$ cat config.mk
export PLATFORM = sky130hd
export DESIGN_NAME = ttc_lite
export DESIGN_NICKNAME = d
export VERILOG_FILES = /design/src/verilog/ttc_pkg.sv /design/src/verilog/ttc_event_if.sv /design/src/verilog/ttc_regs.sv /design/src/verilog/ttc_counter.sv /design/src/verilog/ttc_interrupt.sv /design/src/verilog/ttc_lite.sv
export SDC_FILE = /design/constraint.sdc
export NUM_CORES = 1
export LEC_CHECK = 0
export BUFFER_PORTS_ARGS = -buffer_cell sky130_fd_sc_hd__buf_2
export CAP_MARGIN = 20
export CORE_MARGIN = 3
export CORE_UTILIZATION = 55
export DETAILED_ROUTE_END_ITERATION = 12
export PLACE_DENSITY = 0.75
export SYNTH_ARGS = -nofsm -noshare
export SYNTH_HDL_FRONTEND = slang
export SYNTH_SLANG_ARGS = --single-unit
$ cat constraint.sdc
create_clock -name pclk1 -period 5.1 [get_ports pclk1]
set_input_delay 1.02 -clock pclk1 [delete_from_list [all_inputs] [get_ports pclk1]]
set_output_delay 1.02 -clock pclk1 [all_outputs]
set_load 0.05 [all_outputs]
$ cat src/verilog/ttc_pkg.sv
//------------------------------------------------------------
// TTC lite shared definitions
// Bus widths, register map, bit positions, event order
//------------------------------------------------------------
`default_nettype none

package ttc_pkg;

  //------------------------------------------------------------
  // Widths
  //------------------------------------------------------------
  typedef logic [7:0]  addr_t;        // APB address
  typedef logic [31:0] data_t;        // APB data word
  typedef logic [5:0]  intr_vec_t;    // Interrupt, enable, event vector
  typedef logic [3:0]  prescale_t;    // Prescale exponent
  typedef logic [15:0] presc_div_t;   // Prescale divider, covers 2^16

  //------------------------------------------------------------
  // Register map
  //------------------------------------------------------------
  localparam addr_t ADDR_CLK_CTRL  = 8'h00;
  localparam addr_t ADDR_CNT_CTRL  = 8'h0C;
  localparam addr_t ADDR_CNT_VALUE = 8'h18;   // Read only
  localparam addr_t ADDR_INTERVAL  = 8'h24;
  localparam addr_t ADDR_MATCH1    = 8'h30;
  localparam addr_t ADDR_MATCH2    = 8'h3C;
  localparam addr_t ADDR_MATCH3    = 8'h48;
  localparam addr_t ADDR_INTR      = 8'h54;   // Clear on read
  localparam addr_t ADDR_INTR_EN   = 8'h60;

  // Clock control fields
  localparam int CLK_PRESCALE_EN  = 0;
  localparam int CLK_PRESCALE_LSB = 1;
  localparam int CLK_PRESCALE_MSB = 4;

  // Counter control fields
  localparam int CNT_DISABLE  = 0;
  localparam int CNT_INTERVAL = 1;
  localparam int CNT_MATCH_EN = 3;
  localparam int CNT_RESTART  = 4;            // Self clearing

  // Event and interrupt bit order
  localparam int INTR_INTERVAL = 0;
  localparam int INTR_MATCH1   = 1;
  localparam int INTR_MATCH2   = 2;
  localparam int INTR_MATCH3   = 3;
  localparam int INTR_OVERFLOW = 4;
  localparam int INTR_RESERVED = 5;           // Always zero

  localparam intr_vec_t INTR_VALID_MASK = 6'b01_1111;

endpackage

`default_nettype wire

$ cat src/verilog/ttc_event_if.sv
//------------------------------------------------------------
// TTC lite counter event lines, counter to interrupt block
//------------------------------------------------------------
`timescale 1ns/100ps
`default_nettype none

interface ttc_event_if;

  logic       interval_intr;    // Count equals interval, interval mode
  logic [3:1] match_intr;       // Count equals match value
  logic       overflow_intr;    // Count all ones, free running

  // Counter side
  modport source (
    output interval_intr,
    output match_intr,
    output overflow_intr
  );

  // Interrupt block side
  modport sink (
    input interval_intr,
    input match_intr,
    input overflow_intr
  );

endinterface

`default_nettype wire

$ cat src/verilog/ttc_regs.sv
//------------------------------------------------------------
// TTC lite register block
// APB decode, control registers, read mux and strobes
//------------------------------------------------------------
`timescale 1ns/100ps
`default_nettype none

module ttc_regs #(
  parameter int CNT_WIDTH = 16
) (
  input  wire logic                  pclk1,
  input  wire logic                  n_p_reset1,

  // APB slave
  input  wire logic                  psel,
  input  wire logic                  penable,
  input  wire logic                  pwrite,
  input  wire ttc_pkg::addr_t        paddr,
  input  wire ttc_pkg::data_t        pwdata,
  output ttc_pkg::data_t             prdata,

  // Counter control
  output logic                       cnt_disable,
  output logic                       interval_mode,
  output logic                       match_en,
  output logic                       prescale_en,
  output ttc_pkg::prescale_t         prescale_val,
  output logic [CNT_WIDTH-1:0]       interval_val,
  output logic [CNT_WIDTH-1:0]       match1_val,
  output logic [CNT_WIDTH-1:0]       match2_val,
  output logic [CNT_WIDTH-1:0]       match3_val,
  output logic                       restart,       // One cycle pulse

  // Interrupt block
  output logic                       intr_en_reg_sel,
  output logic                       clear_interrupt,

  // Readback
  input  wire logic [CNT_WIDTH-1:0]  count_value,
  input  wire ttc_pkg::intr_vec_t    interrupt_reg_out,
  input  wire ttc_pkg::intr_vec_t    interrupt_en_out
);

  logic access;   // Access phase
  logic wr_en;    // Write in access phase
  logic rd_en;    // Read in access phase

  assign access = psel & penable;
  assign wr_en  = access & pwrite;
  assign rd_en  = access & ~pwrite;

  // Strobes, valid for the access cycle only
  assign intr_en_reg_sel = wr_en & (paddr == ttc_pkg::ADDR_INTR_EN);
  assign clear_interrupt = rd_en & (paddr == ttc_pkg::ADDR_INTR);

  //------------------------------------------------------------
  // Register file
  //------------------------------------------------------------
  always_ff @(posedge pclk1 or negedge n_p_reset1)
  begin
    if (!n_p_reset1)
    begin
      prescale_en   <= 1'b0;
      prescale_val  <= '0;
      cnt_disable   <= 1'b0;
      interval_mode <= 1'b0;
      match_en      <= 1'b0;
      restart       <= 1'b0;
      interval_val  <= '0;
      match1_val    <= '0;
      match2_val    <= '0;
      match3_val    <= '0;
    end
    else
    begin
      restart <= 1'b0;                 // Pulse default
      if (wr_en)
      begin
        case (paddr)
          ttc_pkg::ADDR_CLK_CTRL:
          begin
            prescale_en  <= pwdata[ttc_pkg::CLK_PRESCALE_EN];
            prescale_val <= pwdata[ttc_pkg::CLK_PRESCALE_MSB:ttc_pkg::CLK_PRESCALE_LSB];
          end
          ttc_pkg::ADDR_CNT_CTRL:
          begin
            cnt_disable   <= pwdata[ttc_pkg::CNT_DISABLE];
            interval_mode <= pwdata[ttc_pkg::CNT_INTERVAL];
            match_en      <= pwdata[ttc_pkg::CNT_MATCH_EN];
            restart       <= pwdata[ttc_pkg::CNT_RESTART];   // Not stored
          end
          ttc_pkg::ADDR_INTERVAL: interval_val <= pwdata[CNT_WIDTH-1:0];
          ttc_pkg::ADDR_MATCH1:   match1_val   <= pwdata[CNT_WIDTH-1:0];
          ttc_pkg::ADDR_MATCH2:   match2_val   <= pwdata[CNT_WIDTH-1:0];
          ttc_pkg::ADDR_MATCH3:   match3_val   <= pwdata[CNT_WIDTH-1:0];
          default: ;                   // Enable reg lives in interrupt block
        endcase
      end
    end
  end

  //------------------------------------------------------------
  // Read mux
  //------------------------------------------------------------
  always_comb
  begin
    prdata = '0;                       // Zero outside access phase
    if (access)
    begin
      case (paddr)
        ttc_pkg::ADDR_CLK_CTRL:
        begin
          prdata[ttc_pkg::CLK_PRESCALE_EN] = prescale_en;
          prdata[ttc_pkg::CLK_PRESCALE_MSB:ttc_pkg::CLK_PRESCALE_LSB] = prescale_val;
        end
        ttc_pkg::ADDR_CNT_CTRL:
        begin
          prdata[ttc_pkg::CNT_DISABLE]  = cnt_disable;
          prdata[ttc_pkg::CNT_INTERVAL] = interval_mode;
          prdata[ttc_pkg::CNT_MATCH_EN] = match_en;  // Restart reads 0
        end
        ttc_pkg::ADDR_CNT_VALUE: prdata = ttc_pkg::data_t'(count_value);
        ttc_pkg::ADDR_INTERVAL:  prdata = ttc_pkg::data_t'(interval_val);
        ttc_pkg::ADDR_MATCH1:    prdata = ttc_pkg::data_t'(match1_val);
        ttc_pkg::ADDR_MATCH2:    prdata = ttc_pkg::data_t'(match2_val);
        ttc_pkg::ADDR_MATCH3:    prdata = ttc_pkg::data_t'(match3_val);
        ttc_pkg::ADDR_INTR:      prdata = ttc_pkg::data_t'(interrupt_reg_out); // Pre clear
        ttc_pkg::ADDR_INTR_EN:   prdata = ttc_pkg::data_t'(interrupt_en_out);
        default:                 prdata = '0;
      endcase
    end
  end

  //------------------------------------------------------------
  // Checks
  //------------------------------------------------------------
  // Restart is a single cycle pulse
  a_restart_pulse: assert property (
    @(posedge pclk1) disable iff (!n_p_reset1)
    restart |=> !restart
  );

endmodule

`default_nettype wire

$ cat src/verilog/ttc_counter.sv
//------------------------------------------------------------
// TTC lite counter datapath
// Prescaler, up counter, interval and match compare
//------------------------------------------------------------
`timescale 1ns/100ps
`default_nettype none

module ttc_counter #(
  parameter int CNT_WIDTH = 16
) (
  input  wire logic                  pclk1,
  input  wire logic                  n_p_reset1,

  // Control from register block
  input  wire logic                  cnt_disable,
  input  wire logic                  interval_mode,
  input  wire logic                  match_en,
  input  wire logic                  prescale_en,
  input  wire ttc_pkg::prescale_t    prescale_val,
  input  wire logic [CNT_WIDTH-1:0]  interval_val,
  input  wire logic [CNT_WIDTH-1:0]  match1_val,
  input  wire logic [CNT_WIDTH-1:0]  match2_val,
  input  wire logic [CNT_WIDTH-1:0]  match3_val,
  input  wire logic                  restart,

  // Status
  output logic [CNT_WIDTH-1:0]       count_value,
  ttc_event_if.source                events
);

  ttc_pkg::presc_div_t presc_div;    // Free running divider
  ttc_pkg::presc_div_t presc_mask;   // Low N+1 bits set
  logic                tick;         // Counter advance enable
  logic                at_interval;  // Count at interval limit

  //------------------------------------------------------------
  // Prescaler
  //------------------------------------------------------------
  // 2 << N minus one, wide enough for N = 15
  assign presc_mask = ttc_pkg::presc_div_t'((17'd2 << prescale_val) - 17'd1);

  // Tick once every 2^(N+1) cycles, else every cycle
  assign tick = prescale_en ? (&(presc_div | ~presc_mask)) : 1'b1;

  always_ff @(posedge pclk1 or negedge n_p_reset1)
  begin
    if (!n_p_reset1)
      presc_div <= '0;
    else if (restart)
      presc_div <= '0;                // Realign with counter
    else
      presc_div <= presc_div + 1'b1;
  end

  //------------------------------------------------------------
  // Counter
  //------------------------------------------------------------
  assign at_interval = (count_value == interval_val);

  always_ff @(posedge pclk1 or negedge n_p_reset1)
  begin
    if (!n_p_reset1)
      count_value <= '0;
    else if (restart)
      count_value <= '0;
    else if (tick && !cnt_disable)
    begin
      if (interval_mode && at_interval)
        count_value <= '0;            // Interval wrap
      else
        count_value <= count_value + 1'b1;   // Natural overflow wrap
    end
  end

  //------------------------------------------------------------
  // Event levels
  //------------------------------------------------------------
  // Held while the condition holds, also when disabled
  assign events.interval_intr = interval_mode & at_interval;
  assign events.overflow_intr = ~interval_mode & (&count_value);
  assign events.match_intr    = {match_en & (count_value == match3_val),
                                 match_en & (count_value == match2_val),
                                 match_en & (count_value == match1_val)};

  //------------------------------------------------------------
  // Checks
  //------------------------------------------------------------
  // Count never runs past the interval limit
  a_interval_wrap: assert property (
    @(posedge pclk1) disable iff (!n_p_reset1)
    (interval_mode && !cnt_disable && at_interval)
      |=> (count_value <= $past(interval_val))
  );

endmodule

`default_nettype wire

$ cat src/verilog/ttc_interrupt.sv
//------------------------------------------------------------
// TTC lite interrupt block
// Edge capture of counter events, enable mask, clear on read
//------------------------------------------------------------
`timescale 1ns/100ps
`default_nettype none

module ttc_interrupt (
  input  wire logic                pclk1,
  input  wire logic                n_p_reset1,
  input  wire ttc_pkg::intr_vec_t  pwdata_en,        // Low six data bits
  input  wire logic                intr_en_reg_sel,  // Enable write strobe
  input  wire logic                clear_interrupt,  // Intr read strobe
  ttc_event_if.sink                events,
  output logic                     interrupt,
  output ttc_pkg::intr_vec_t       interrupt_reg_out,
  output ttc_pkg::intr_vec_t       interrupt_en_out
);

  ttc_pkg::intr_vec_t intr_detect;       // Current event levels
  ttc_pkg::intr_vec_t int_sync_reg;      // Levels one cycle ago
  ttc_pkg::intr_vec_t int_cycle_reg;     // Rising edges, one shot
  ttc_pkg::intr_vec_t interrupt_reg;
  ttc_pkg::intr_vec_t interrupt_en_reg;
  logic               interrupt_set;     // Capture last cycle, hold off clear

  always_comb
  begin
    intr_detect = '0;                    // Reserved bit low
    intr_detect[ttc_pkg::INTR_INTERVAL] = events.interval_intr;
    intr_detect[ttc_pkg::INTR_MATCH1]   = events.match_intr[1];
    intr_detect[ttc_pkg::INTR_MATCH2]   = events.match_intr[2];
    intr_detect[ttc_pkg::INTR_MATCH3]   = events.match_intr[3];
    intr_detect[ttc_pkg::INTR_OVERFLOW] = events.overflow_intr;
  end

  assign interrupt         = |interrupt_reg;
  assign interrupt_reg_out = interrupt_reg;
  assign interrupt_en_out  = interrupt_en_reg;

  //------------------------------------------------------------
  // Edge capture and interrupt register
  //------------------------------------------------------------
  always_ff @(posedge pclk1 or negedge n_p_reset1)
  begin
    if (!n_p_reset1)
    begin
      int_sync_reg  <= '0;
      int_cycle_reg <= '0;
      interrupt_reg <= '0;
      interrupt_set <= 1'b0;
    end
    else
    begin
      int_sync_reg  <= intr_detect;
      int_cycle_reg <= intr_detect & ~int_sync_reg;   // Rising only
      interrupt_set <= |int_cycle_reg;
      // New captures survive a clear in the same cycle
      if (clear_interrupt && !interrupt_set)
        interrupt_reg <= int_cycle_reg & interrupt_en_reg;
      else
        interrupt_reg <= interrupt_reg | (int_cycle_reg & interrupt_en_reg);
    end
  end

  // Enable register, reserved bit masked
  always_ff @(posedge pclk1 or negedge n_p_reset1)
  begin
    if (!n_p_reset1)
      interrupt_en_reg <= '0;
    else if (intr_en_reg_sel)
      interrupt_en_reg <= pwdata_en & ttc_pkg::INTR_VALID_MASK;
  end

  //------------------------------------------------------------
  // Checks
  //------------------------------------------------------------
  // Masked events never reach the register
  a_set_needs_enable: assert property (
    @(posedge pclk1) disable iff (!n_p_reset1)
    ((interrupt_reg & ~$past(interrupt_reg) & ~$past(interrupt_en_reg)) == '0)
  );

  a_reserved_zero: assert property (
    @(posedge pclk1) disable iff (!n_p_reset1)
    !interrupt_reg[ttc_pkg::INTR_RESERVED]
  );

endmodule

`default_nettype wire

$ cat src/verilog/ttc_lite.sv
//------------------------------------------------------------
// TTC lite top level, single channel timer on APB
//------------------------------------------------------------
`timescale 1ns/100ps
`default_nettype none

module ttc_lite #(
  parameter int CNT_WIDTH = 16          // 8, 16 or 32
) (
  input  wire logic            pclk1,
  input  wire logic            n_p_reset1,
  input  wire logic            psel,
  input  wire logic            penable,
  input  wire logic            pwrite,
  input  wire ttc_pkg::addr_t  paddr,
  input  wire ttc_pkg::data_t  pwdata,
  output ttc_pkg::data_t       prdata,
  output logic                 interrupt
);

  // Register block to counter
  logic                 cnt_disable;
  logic                 interval_mode;
  logic                 match_en;
  logic                 prescale_en;
  ttc_pkg::prescale_t   prescale_val;
  logic [CNT_WIDTH-1:0] interval_val;
  logic [CNT_WIDTH-1:0] match1_val;
  logic [CNT_WIDTH-1:0] match2_val;
  logic [CNT_WIDTH-1:0] match3_val;
  logic                 restart;
  logic [CNT_WIDTH-1:0] count_value;

  // Register block to interrupt block
  logic                 intr_en_reg_sel;
  logic                 clear_interrupt;
  ttc_pkg::intr_vec_t   interrupt_reg_out;
  ttc_pkg::intr_vec_t   interrupt_en_out;

  ttc_event_if i_events ();              // Counter event levels

  ttc_regs #(
    .CNT_WIDTH (CNT_WIDTH)
  ) i_regs (
    .pclk1             (pclk1),
    .n_p_reset1        (n_p_reset1),
    .psel              (psel),
    .penable           (penable),
    .pwrite            (pwrite),
    .paddr             (paddr),
    .pwdata            (pwdata),
    .prdata            (prdata),
    .cnt_disable       (cnt_disable),
    .interval_mode     (interval_mode),
    .match_en          (match_en),
    .prescale_en       (prescale_en),
    .prescale_val      (prescale_val),
    .interval_val      (interval_val),
    .match1_val        (match1_val),
    .match2_val        (match2_val),
    .match3_val        (match3_val),
    .restart           (restart),
    .intr_en_reg_sel   (intr_en_reg_sel),
    .clear_interrupt   (clear_interrupt),
    .count_value       (count_value),
    .interrupt_reg_out (interrupt_reg_out),
    .interrupt_en_out  (interrupt_en_out)
  );

  ttc_counter #(
    .CNT_WIDTH (CNT_WIDTH)
  ) i_counter (
    .pclk1         (pclk1),
    .n_p_reset1    (n_p_reset1),
    .cnt_disable   (cnt_disable),
    .interval_mode (interval_mode),
    .match_en      (match_en),
    .prescale_en   (prescale_en),
    .prescale_val  (prescale_val),
    .interval_val  (interval_val),
    .match1_val    (match1_val),
    .match2_val    (match2_val),
    .match3_val    (match3_val),
    .restart       (restart),
    .count_value   (count_value),
    .events        (i_events.source)
  );

  ttc_interrupt i_interrupt (
    .pclk1             (pclk1),
    .n_p_reset1        (n_p_reset1),
    .pwdata_en         (pwdata[5:0]),    // Enable write data
    .intr_en_reg_sel   (intr_en_reg_sel),
    .clear_interrupt   (clear_interrupt),
    .events            (i_events.sink),
    .interrupt         (interrupt),
    .interrupt_reg_out (interrupt_reg_out),
    .interrupt_en_out  (interrupt_en_out)
  );

endmodule

`default_nettype wire

# Word-level counts from Yosys, hierarchy flattened
# Cells that the tools add are included.
# classes
n_addsub	3
multipliers	0
div_mod_pow	0
order_cmp	0
eq_ne	12
n_shift	1
n_mux	14
n_bitwise	18
reduce_logical	17
# op_table
cell	n
11-bit case mux with 6 select lines	1
16-bit == test	4
16-bit two-way mux	4
16-bit by 1-bit adder with 16-bit output (second input constant)	2
32-bit two-way mux	1
16-bit AND reduction	2
8-bit by 6-bit == test with 1-bit output (second input constant)	3
8-bit by 7-bit == test with 1-bit output (second input constant)	3
2-bit case mux with 9 select lines	1
16-bit inverter	1
16-bit OR	1
1-bit case mux with 8 select lines	2
2-bit by 4-bit << shifter with 16-bit output (first input constant)	1
16-bit by 1-bit subtractor with 16-bit output (second input constant)	1
2-bit AND reduction	6
6-bit OR reduction	2
1-bit AND	10
1-bit case mux with 9 select lines	1
8-bit by 4-bit == test with 1-bit output (second input constant)	1
8-bit by 5-bit == test with 1-bit output (second input constant)	1
8-bit logical NOT	1
5-bit by 6-bit AND with 6-bit output	1
6-bit by 5-bit AND with 6-bit output	1
6-bit two-way mux	1
7 further kinds	13
# totals
ff_bits	128
latchBits	0
mem_bits_rw	0
rom_bits	0
out_inout_bits	33
word_cells	82
mem_count	0

# Depth between registers and ports, before layout
# Gate-level depths: netlist (run 1).
# logic_depth
word_depth	9
mapped_depth	13
ltp_nobuf	10

# Modules after synthesis
# A second synthesis (run 1) with hierarchy kept.
# unflattened
hier_cells	683
area_unflattened_um2	7374.6
# by_module_without_submodules
module	instances	cells_each	area_per_inst_um2	seq_area_each_um2
ttc_regs	1	308	3951.3	1826.8
ttc_counter	1	329	2708.8	800.8
ttc_interrupt	1	46	714.4	525.5

# Worst setup path after synthesis (run 1)
# No wires, ideal clock.
# synth_path
path_kind	input-to-output
start	in paddr[7]
end	out prdata[4]
arrival_time_ns	3.271
required_ns	4.080
setup_slack_ns	0.809
path_stages	6
cell_sequence	nor3_2 nand3b_1 nor4b_1 clkbuf_1 nand2_1 a31oi_1
# synth_between
elab_chain_cells	3
# synth_lines
item	line	rtl
from (decl)	ttc_lite.sv:15	input wire ttc_pkg::addr_t paddr,
8-bit by 7-bit == test with 1-bit output, or another cell as far along	ttc_regs.sv:110	case (paddr)
1-bit case mux with 8 select lines (*)	ttc_regs.sv:110	
32-bit two-way mux (*)	ttc_regs.sv:108	if (access)
to (decl)	ttc_lite.sv:17	output ttc_pkg::data_t prdata,
# Mark *: on every way between the ends. The rest lies on a longest branch, timed or not.

# Worst setup path after layout (run 1)
# layout_path
start	in paddr[7]
end	out prdata[13]
# layout_between
elab_chain_cells	3
# layout_lines
item	line
8-bit by 7-bit == test with 1-bit output, or another cell as far along	ttc_regs.sv:110
11-bit case mux with 6 select lines (*)	ttc_regs.sv:110
32-bit two-way mux (*)	ttc_regs.sv:108
# Marks and branches as above.

==> results of run 1 <==
## where the power goes
group          internal [mW]  switching (mW)  total, mW
clock network          0.725           0.441       1.17
registers               1.06           0.153       1.21
logic                  0.179           0.221      0.400
total                   1.96           0.814       2.78
## cells in the final DEF (no fill, tap or decap), types with 3 or more instances in the layout
master	synthesis	layout
a22oi_1	18	18
conb_1	1	16
a31oi_1	6	6
nand2b_1	3	3
a32o_1	9	9
a21oi_1	32	32
buf_2	9	44
nor2_1	47	47
clkbuf_16	0	17
buf_4	18	11
a211oi_1	3	3
clkinv_2	0	7
nor2_2	3	3
nand3_1	21	21
nor2b_1	9	9
a222oi_1	14	14
nor4_1	11	11
nor3_1	15	15
a221oi_1	3	3
mux2_2	74	74
xor2_1	30	30
ha_1	3	3
a22o_1	7	7
and2_1	5	5
or3_1	4	4
dfrtp_1	126	126
o21ai_0	19	19
xnor2_1	51	51
nand4_1	18	18
nand2_1	37	37
and3_1	13	13
nor3b_1	3	3
inv_1	7	7
## metal layers
layer | wire length, microns | vias to the layer above | track usage (%)
li1 | - | 2556 | -
met1 | 7740 | 2784 | 36.8
met2 | 8720 | 279 | 41.2
met3 | 1600 | 39 | 6.31
met4 | 467 | 0 | 10.2
met5 | 0 | - | 0
## worst max-delay path: stages
cell     delay, ps
buf_2          100
nor3_2         380
nor3b_2        370
and3_1         420
buf_4          270
a22oi_1        110
a21oi_1        230
buf_2          310
## logic make-up after synthesis
group | share of synthesized area (%)
AO/OA/AOI/OAI | 13.0
XOR/XNOR | 9.92
adder cells (fa/ha/maj) | 0.525
buffers and inverters | 5.65
flip-flops | 44.1
multiplexers | 12.0
other | 0.0524
AND/OR/NAND/NOR | 14.8
## final timing paths
| kind | start | end | slack, ps | depth (start not counted) |
|---|---|---|---|---|
| max in group asynchronous | n_p_reset1 | i_regs.match2_val[7] | 3450 | 2 |
| min | i_interrupt.int_sync_reg[0] | i_interrupt.int_cycle_reg[0] | 390 | 1 |
| min in group asynchronous | n_p_reset1 | i_counter.presc_div[13] | 640 | 1 |
| min reg2reg | i_interrupt.int_sync_reg[0] | i_interrupt.int_cycle_reg[0] | 390 | 1 |
| max | paddr[7] | prdata[13] | 860 | 8 |
| max reg2reg | i_regs.prescale_val[3] | i_counter.count_value[10] | 1720 | 10 |
## layout make-up
class                           count  area (sq um)
Timing Repair Buffer               55           303
Clock inverter                     12           119
Clock buffer                       20           447
Inverter                            9          36.3
Multi-Input combinational cell    509          3660
Fill cell                        1012          4740
Tap cell                          172           215
Sequential cell                   126          3150
## metrics by stage
stage | cells | worst slack (ps) | cell area [sq um] | utilization (%) | hold WS [ps]
finish | 903 | 863 | 7930 | 62.6 | 393
floorplan | 708 | 809 | 7210 | - | 378
global placement | 871 | 1070 | 7360 | 58.1 | 386
detailed placement | 871 | 955 | 7360 | 58.1 | 387
global route | 903 | 765 | 7930 | 62.6 | 407
CTS | 903 | 937 | 7930 | 62.6 | 395
==> metrics, run 1 <==
worst vdd ir 0.375 mV; synthesized instance count 693; Crit path required time 4080 ps; Max-Cap Viols 0; static leakage 3.60 nW; worst setup path class in2out; hold_buf cts 0; Final #Nets 766; Yosys top cell area share 44.1%; postcts setup bufs 0; Tot Pwr 2.78 mW; wire length of the first global-routing pass 29.7 mm; vias in the first global route 5555; CTS tree done; HP Class reg2reg; ys flop type dfrtp_1; Core ar. 12700 sq um; HPWL Detailed 12.8 mm; ant diodes 0; top cells by count, synth dfrtp_1, mux2_2, xnor2_1; number of I/O port buffers 45; Post-synth ARST share 100%; Clock transition at path regs 50 ps; all-layer global routing usage 26.7%; largest net degree at the start of global routing 56; Starting DRT DRC Count 776; RSZ-0062 raised after global routing no; CP Launch Type input pin; WL final 18.5 mm; Least-Margin Pin Slew 1070 ps; Initial Utilization 56.4%; via count 5658; root buf cell clkbuf_16; synthesis-to-finish area growth 10.9%; crit path DAT 3220 ps; wire length per cell 20.5 microns; synth top area cells dfrtp_1, mux2_2, xnor2_1; IO Pins 78; fmax 236 MHz; Residual DRC 0; Skew-Pair Late Insertion Delay 420 ps; layout cells sized above 1 23.3%; Hold Fails Final Rpt 0; Worst slew margin 28.6%; Synth Register Bits 126; # rows 41; ANT nets after route 0; CTS max path bufs 2; GRT overflow 0; status finished, final reports clean; clock buffer count from CTS 17; min Tclk post-route 4240 ps; fin. max-slew vios 0; drt via density 6.27; H-tree depth 4; top-count cell post-synth dfrtp_1; final setup fails 0; clock skew 8.28 ps; Yosys top cell by area dfrtp_1; post-cts repair resize count 0; drt pass-1 iters 6; Die W 120 microns; Die Span Y 120 microns; sequential area share after synthesis 44.1%; initial antenna violation count 0; Crit. End Element output port; crit path max fanout 11; clk sinks 126; setup_tns 0 ps; synthesis warning total 0; mean area per synthesized cell 10.3 sq um; synth unique cells 64; Placer Congestion 0.931; Post-Synthesis Cell Area 7150 sq um; number of synthesized flops with an enable pin 0; Tcrit/Tclk final 83.1%; die area 14400 sq um; Power Dens Cells 350 nW/um^2
(Power assumes the default switching activity.)
==> run 2, diff against run 1 <==
- CORE_UTILIZATION: 55 -> 54
- PLACE_DENSITY: 0.75 -> 0.77
- clock period: 5.1 -> 3.65 ns (I/O delays scaled with it)
==> metrics, run 2 (synthesized netlist as in run 1, its figures left out) <==
r2r endpoint i_counter.count_value[11]; Initial Utilization 56.0%; die area 14700 sq um; drt via density 6.29; H-tree depth 4; number of I/O port buffers 45; static leakage 3.64 nW; clock skew 9.78 ps; HP Class in2async; footprint of the multi-input gates 3680 sq um; Placer Congestion 0.946; WL final 18.7 mm; synthesis-to-finish area growth 12.2%; Tot Pwr 3.79 mW; GRT overflow 0; Crit path required time 2920 ps; # rows 41; HPWL Detailed 12.8 mm; Reg area 3150 sq um; RSZ-0062 raised after global routing no; drt pass-1 iters 6; Die W 121 microns; hold slack final 330 ps; vias in the first global route 5619; CTS max path bufs 2; fillers 1008; worst vdd ir 0.397 mV; Worst slew margin 35.9%; fmax 292 MHz; Starting DRT DRC Count 853; Residual DRC 0; wire length of the first global-routing pass 30.2 mm; placed cells 881; min Tclk post-route 3420 ps; final setup fails 0; Hold Fails Final Rpt 0; Power Dens Cells 472 nW/um^2; Crit. End Element output port; largest net degree at the start of global routing 54; IO Pins 78; Die Span Y 121 microns; fin. max-slew vios 0; worst setup path class in2out; Tcrit/Tclk final 93.8%; status finished, final reports clean; clock buffer count from CTS 17; Max-Cap Viols 0; R2R depth 10; initial antenna violation count 0; ant diodes 0; most frequent cells in the layout dfrtp_1, mux2_2, xnor2_1; setup_tns 0 ps; via count 5739; Final #Nets 776; Core ar. 12800 sq um; CP Launch Type input pin; root buf cell clkbuf_16; layout cells sized above 1 24.5%; wire length per cell 20.5 microns; CTS tree done; crit path DAT 2690 ps; all-layer global routing usage 26.6%; clk sinks 126; crit path max fanout 8; post-layout instance count excluding filler cells 912; Finished Core Util 62.8%; most common cell after layout, fill and taps aside dfrtp_1; r2r setup slk 610 ps; Least-Margin Pin Slew 962 ps; Skew-Pair Late Insertion Delay 420 ps; ANT nets after route 0; Clock transition at path regs 50 ps; R2R Path Start i_regs.prescale_val[1]; postcts setup bufs 0
-- run 2: changes by cell type in the layout (fill, tap and decap cells not counted), sizes merged --
| cell | change |
|---|---|
| bufinv | -2 |
| clkinv | -3 |
| inv | -1 |
| buf | +10 |
| clkbuf | +5 |
-- run 2: metal layers --
metal / wire, microns / track usage, % / vias to the layer above
met5: 0 / 0 / -
met4: 320 / 8.64 / 0
met1: 7920 / 36.7 / 2839
met2: 8790 / 41.1 / 297
met3: 1610 / 6.90 / 35
li1: - / - / 2568
-- run 2: critical path, cell delays in order --
cell,delay (ps)
buf_2,100
nor3_2,300
nor3b_2,370
and3_2,400
a22o_1,230
a221oi_1,70
a31oi_2,190
buf_2,290
-- run 2: final cells by class --
type	instances	area share [%]
tap	172	2.68
clock inverter	6	0.436
sequential	126	39.3
inverter	9	0.452
clock buffer	25	6.17
multi-input combinational	509	45.8
timing repair buffer	65	5.18
-- run 2: power breakdown --
group          internal, mW  total [mW]  switching [mW]
combinational         0.266       0.613           0.347
clock                 0.930        1.52           0.589
sequential             1.48        1.65           0.174
total                  2.68        3.79            1.11
-- run 2: how the worst max path moves through the flow --
stage                         from          to  depth (start not counted)  slack, ps
after floorplan           paddr[7]  prdata[10]                          6         30
after global placement    paddr[7]   prdata[8]                          8        230
after detailed placement  paddr[7]   prdata[2]                          8        160
after CTS                 paddr[7]   prdata[2]                          8        140
after global routing      paddr[7]   prdata[2]                          8        140
final                     paddr[7]   prdata[2]                          8        230
-- run 2: per-stage QoR --
step / cell area (sq um) / setup WS [ps]
final: 8030 / 227
after global routing: 8030 / 140
after CTS: 8030 / 136
after detailed placement: 7490 / 158
after global placement: 7490 / 230
after floorplan: 7230 / 33.4
-- run 2: repair_timing --
| item | in CTS | in global routing |
|---|---|---|
| setup endpoints to repair | 0 | 1 |
| hold buffers | 0 | 0 |
| gates resized for setup | 0 | 1 |
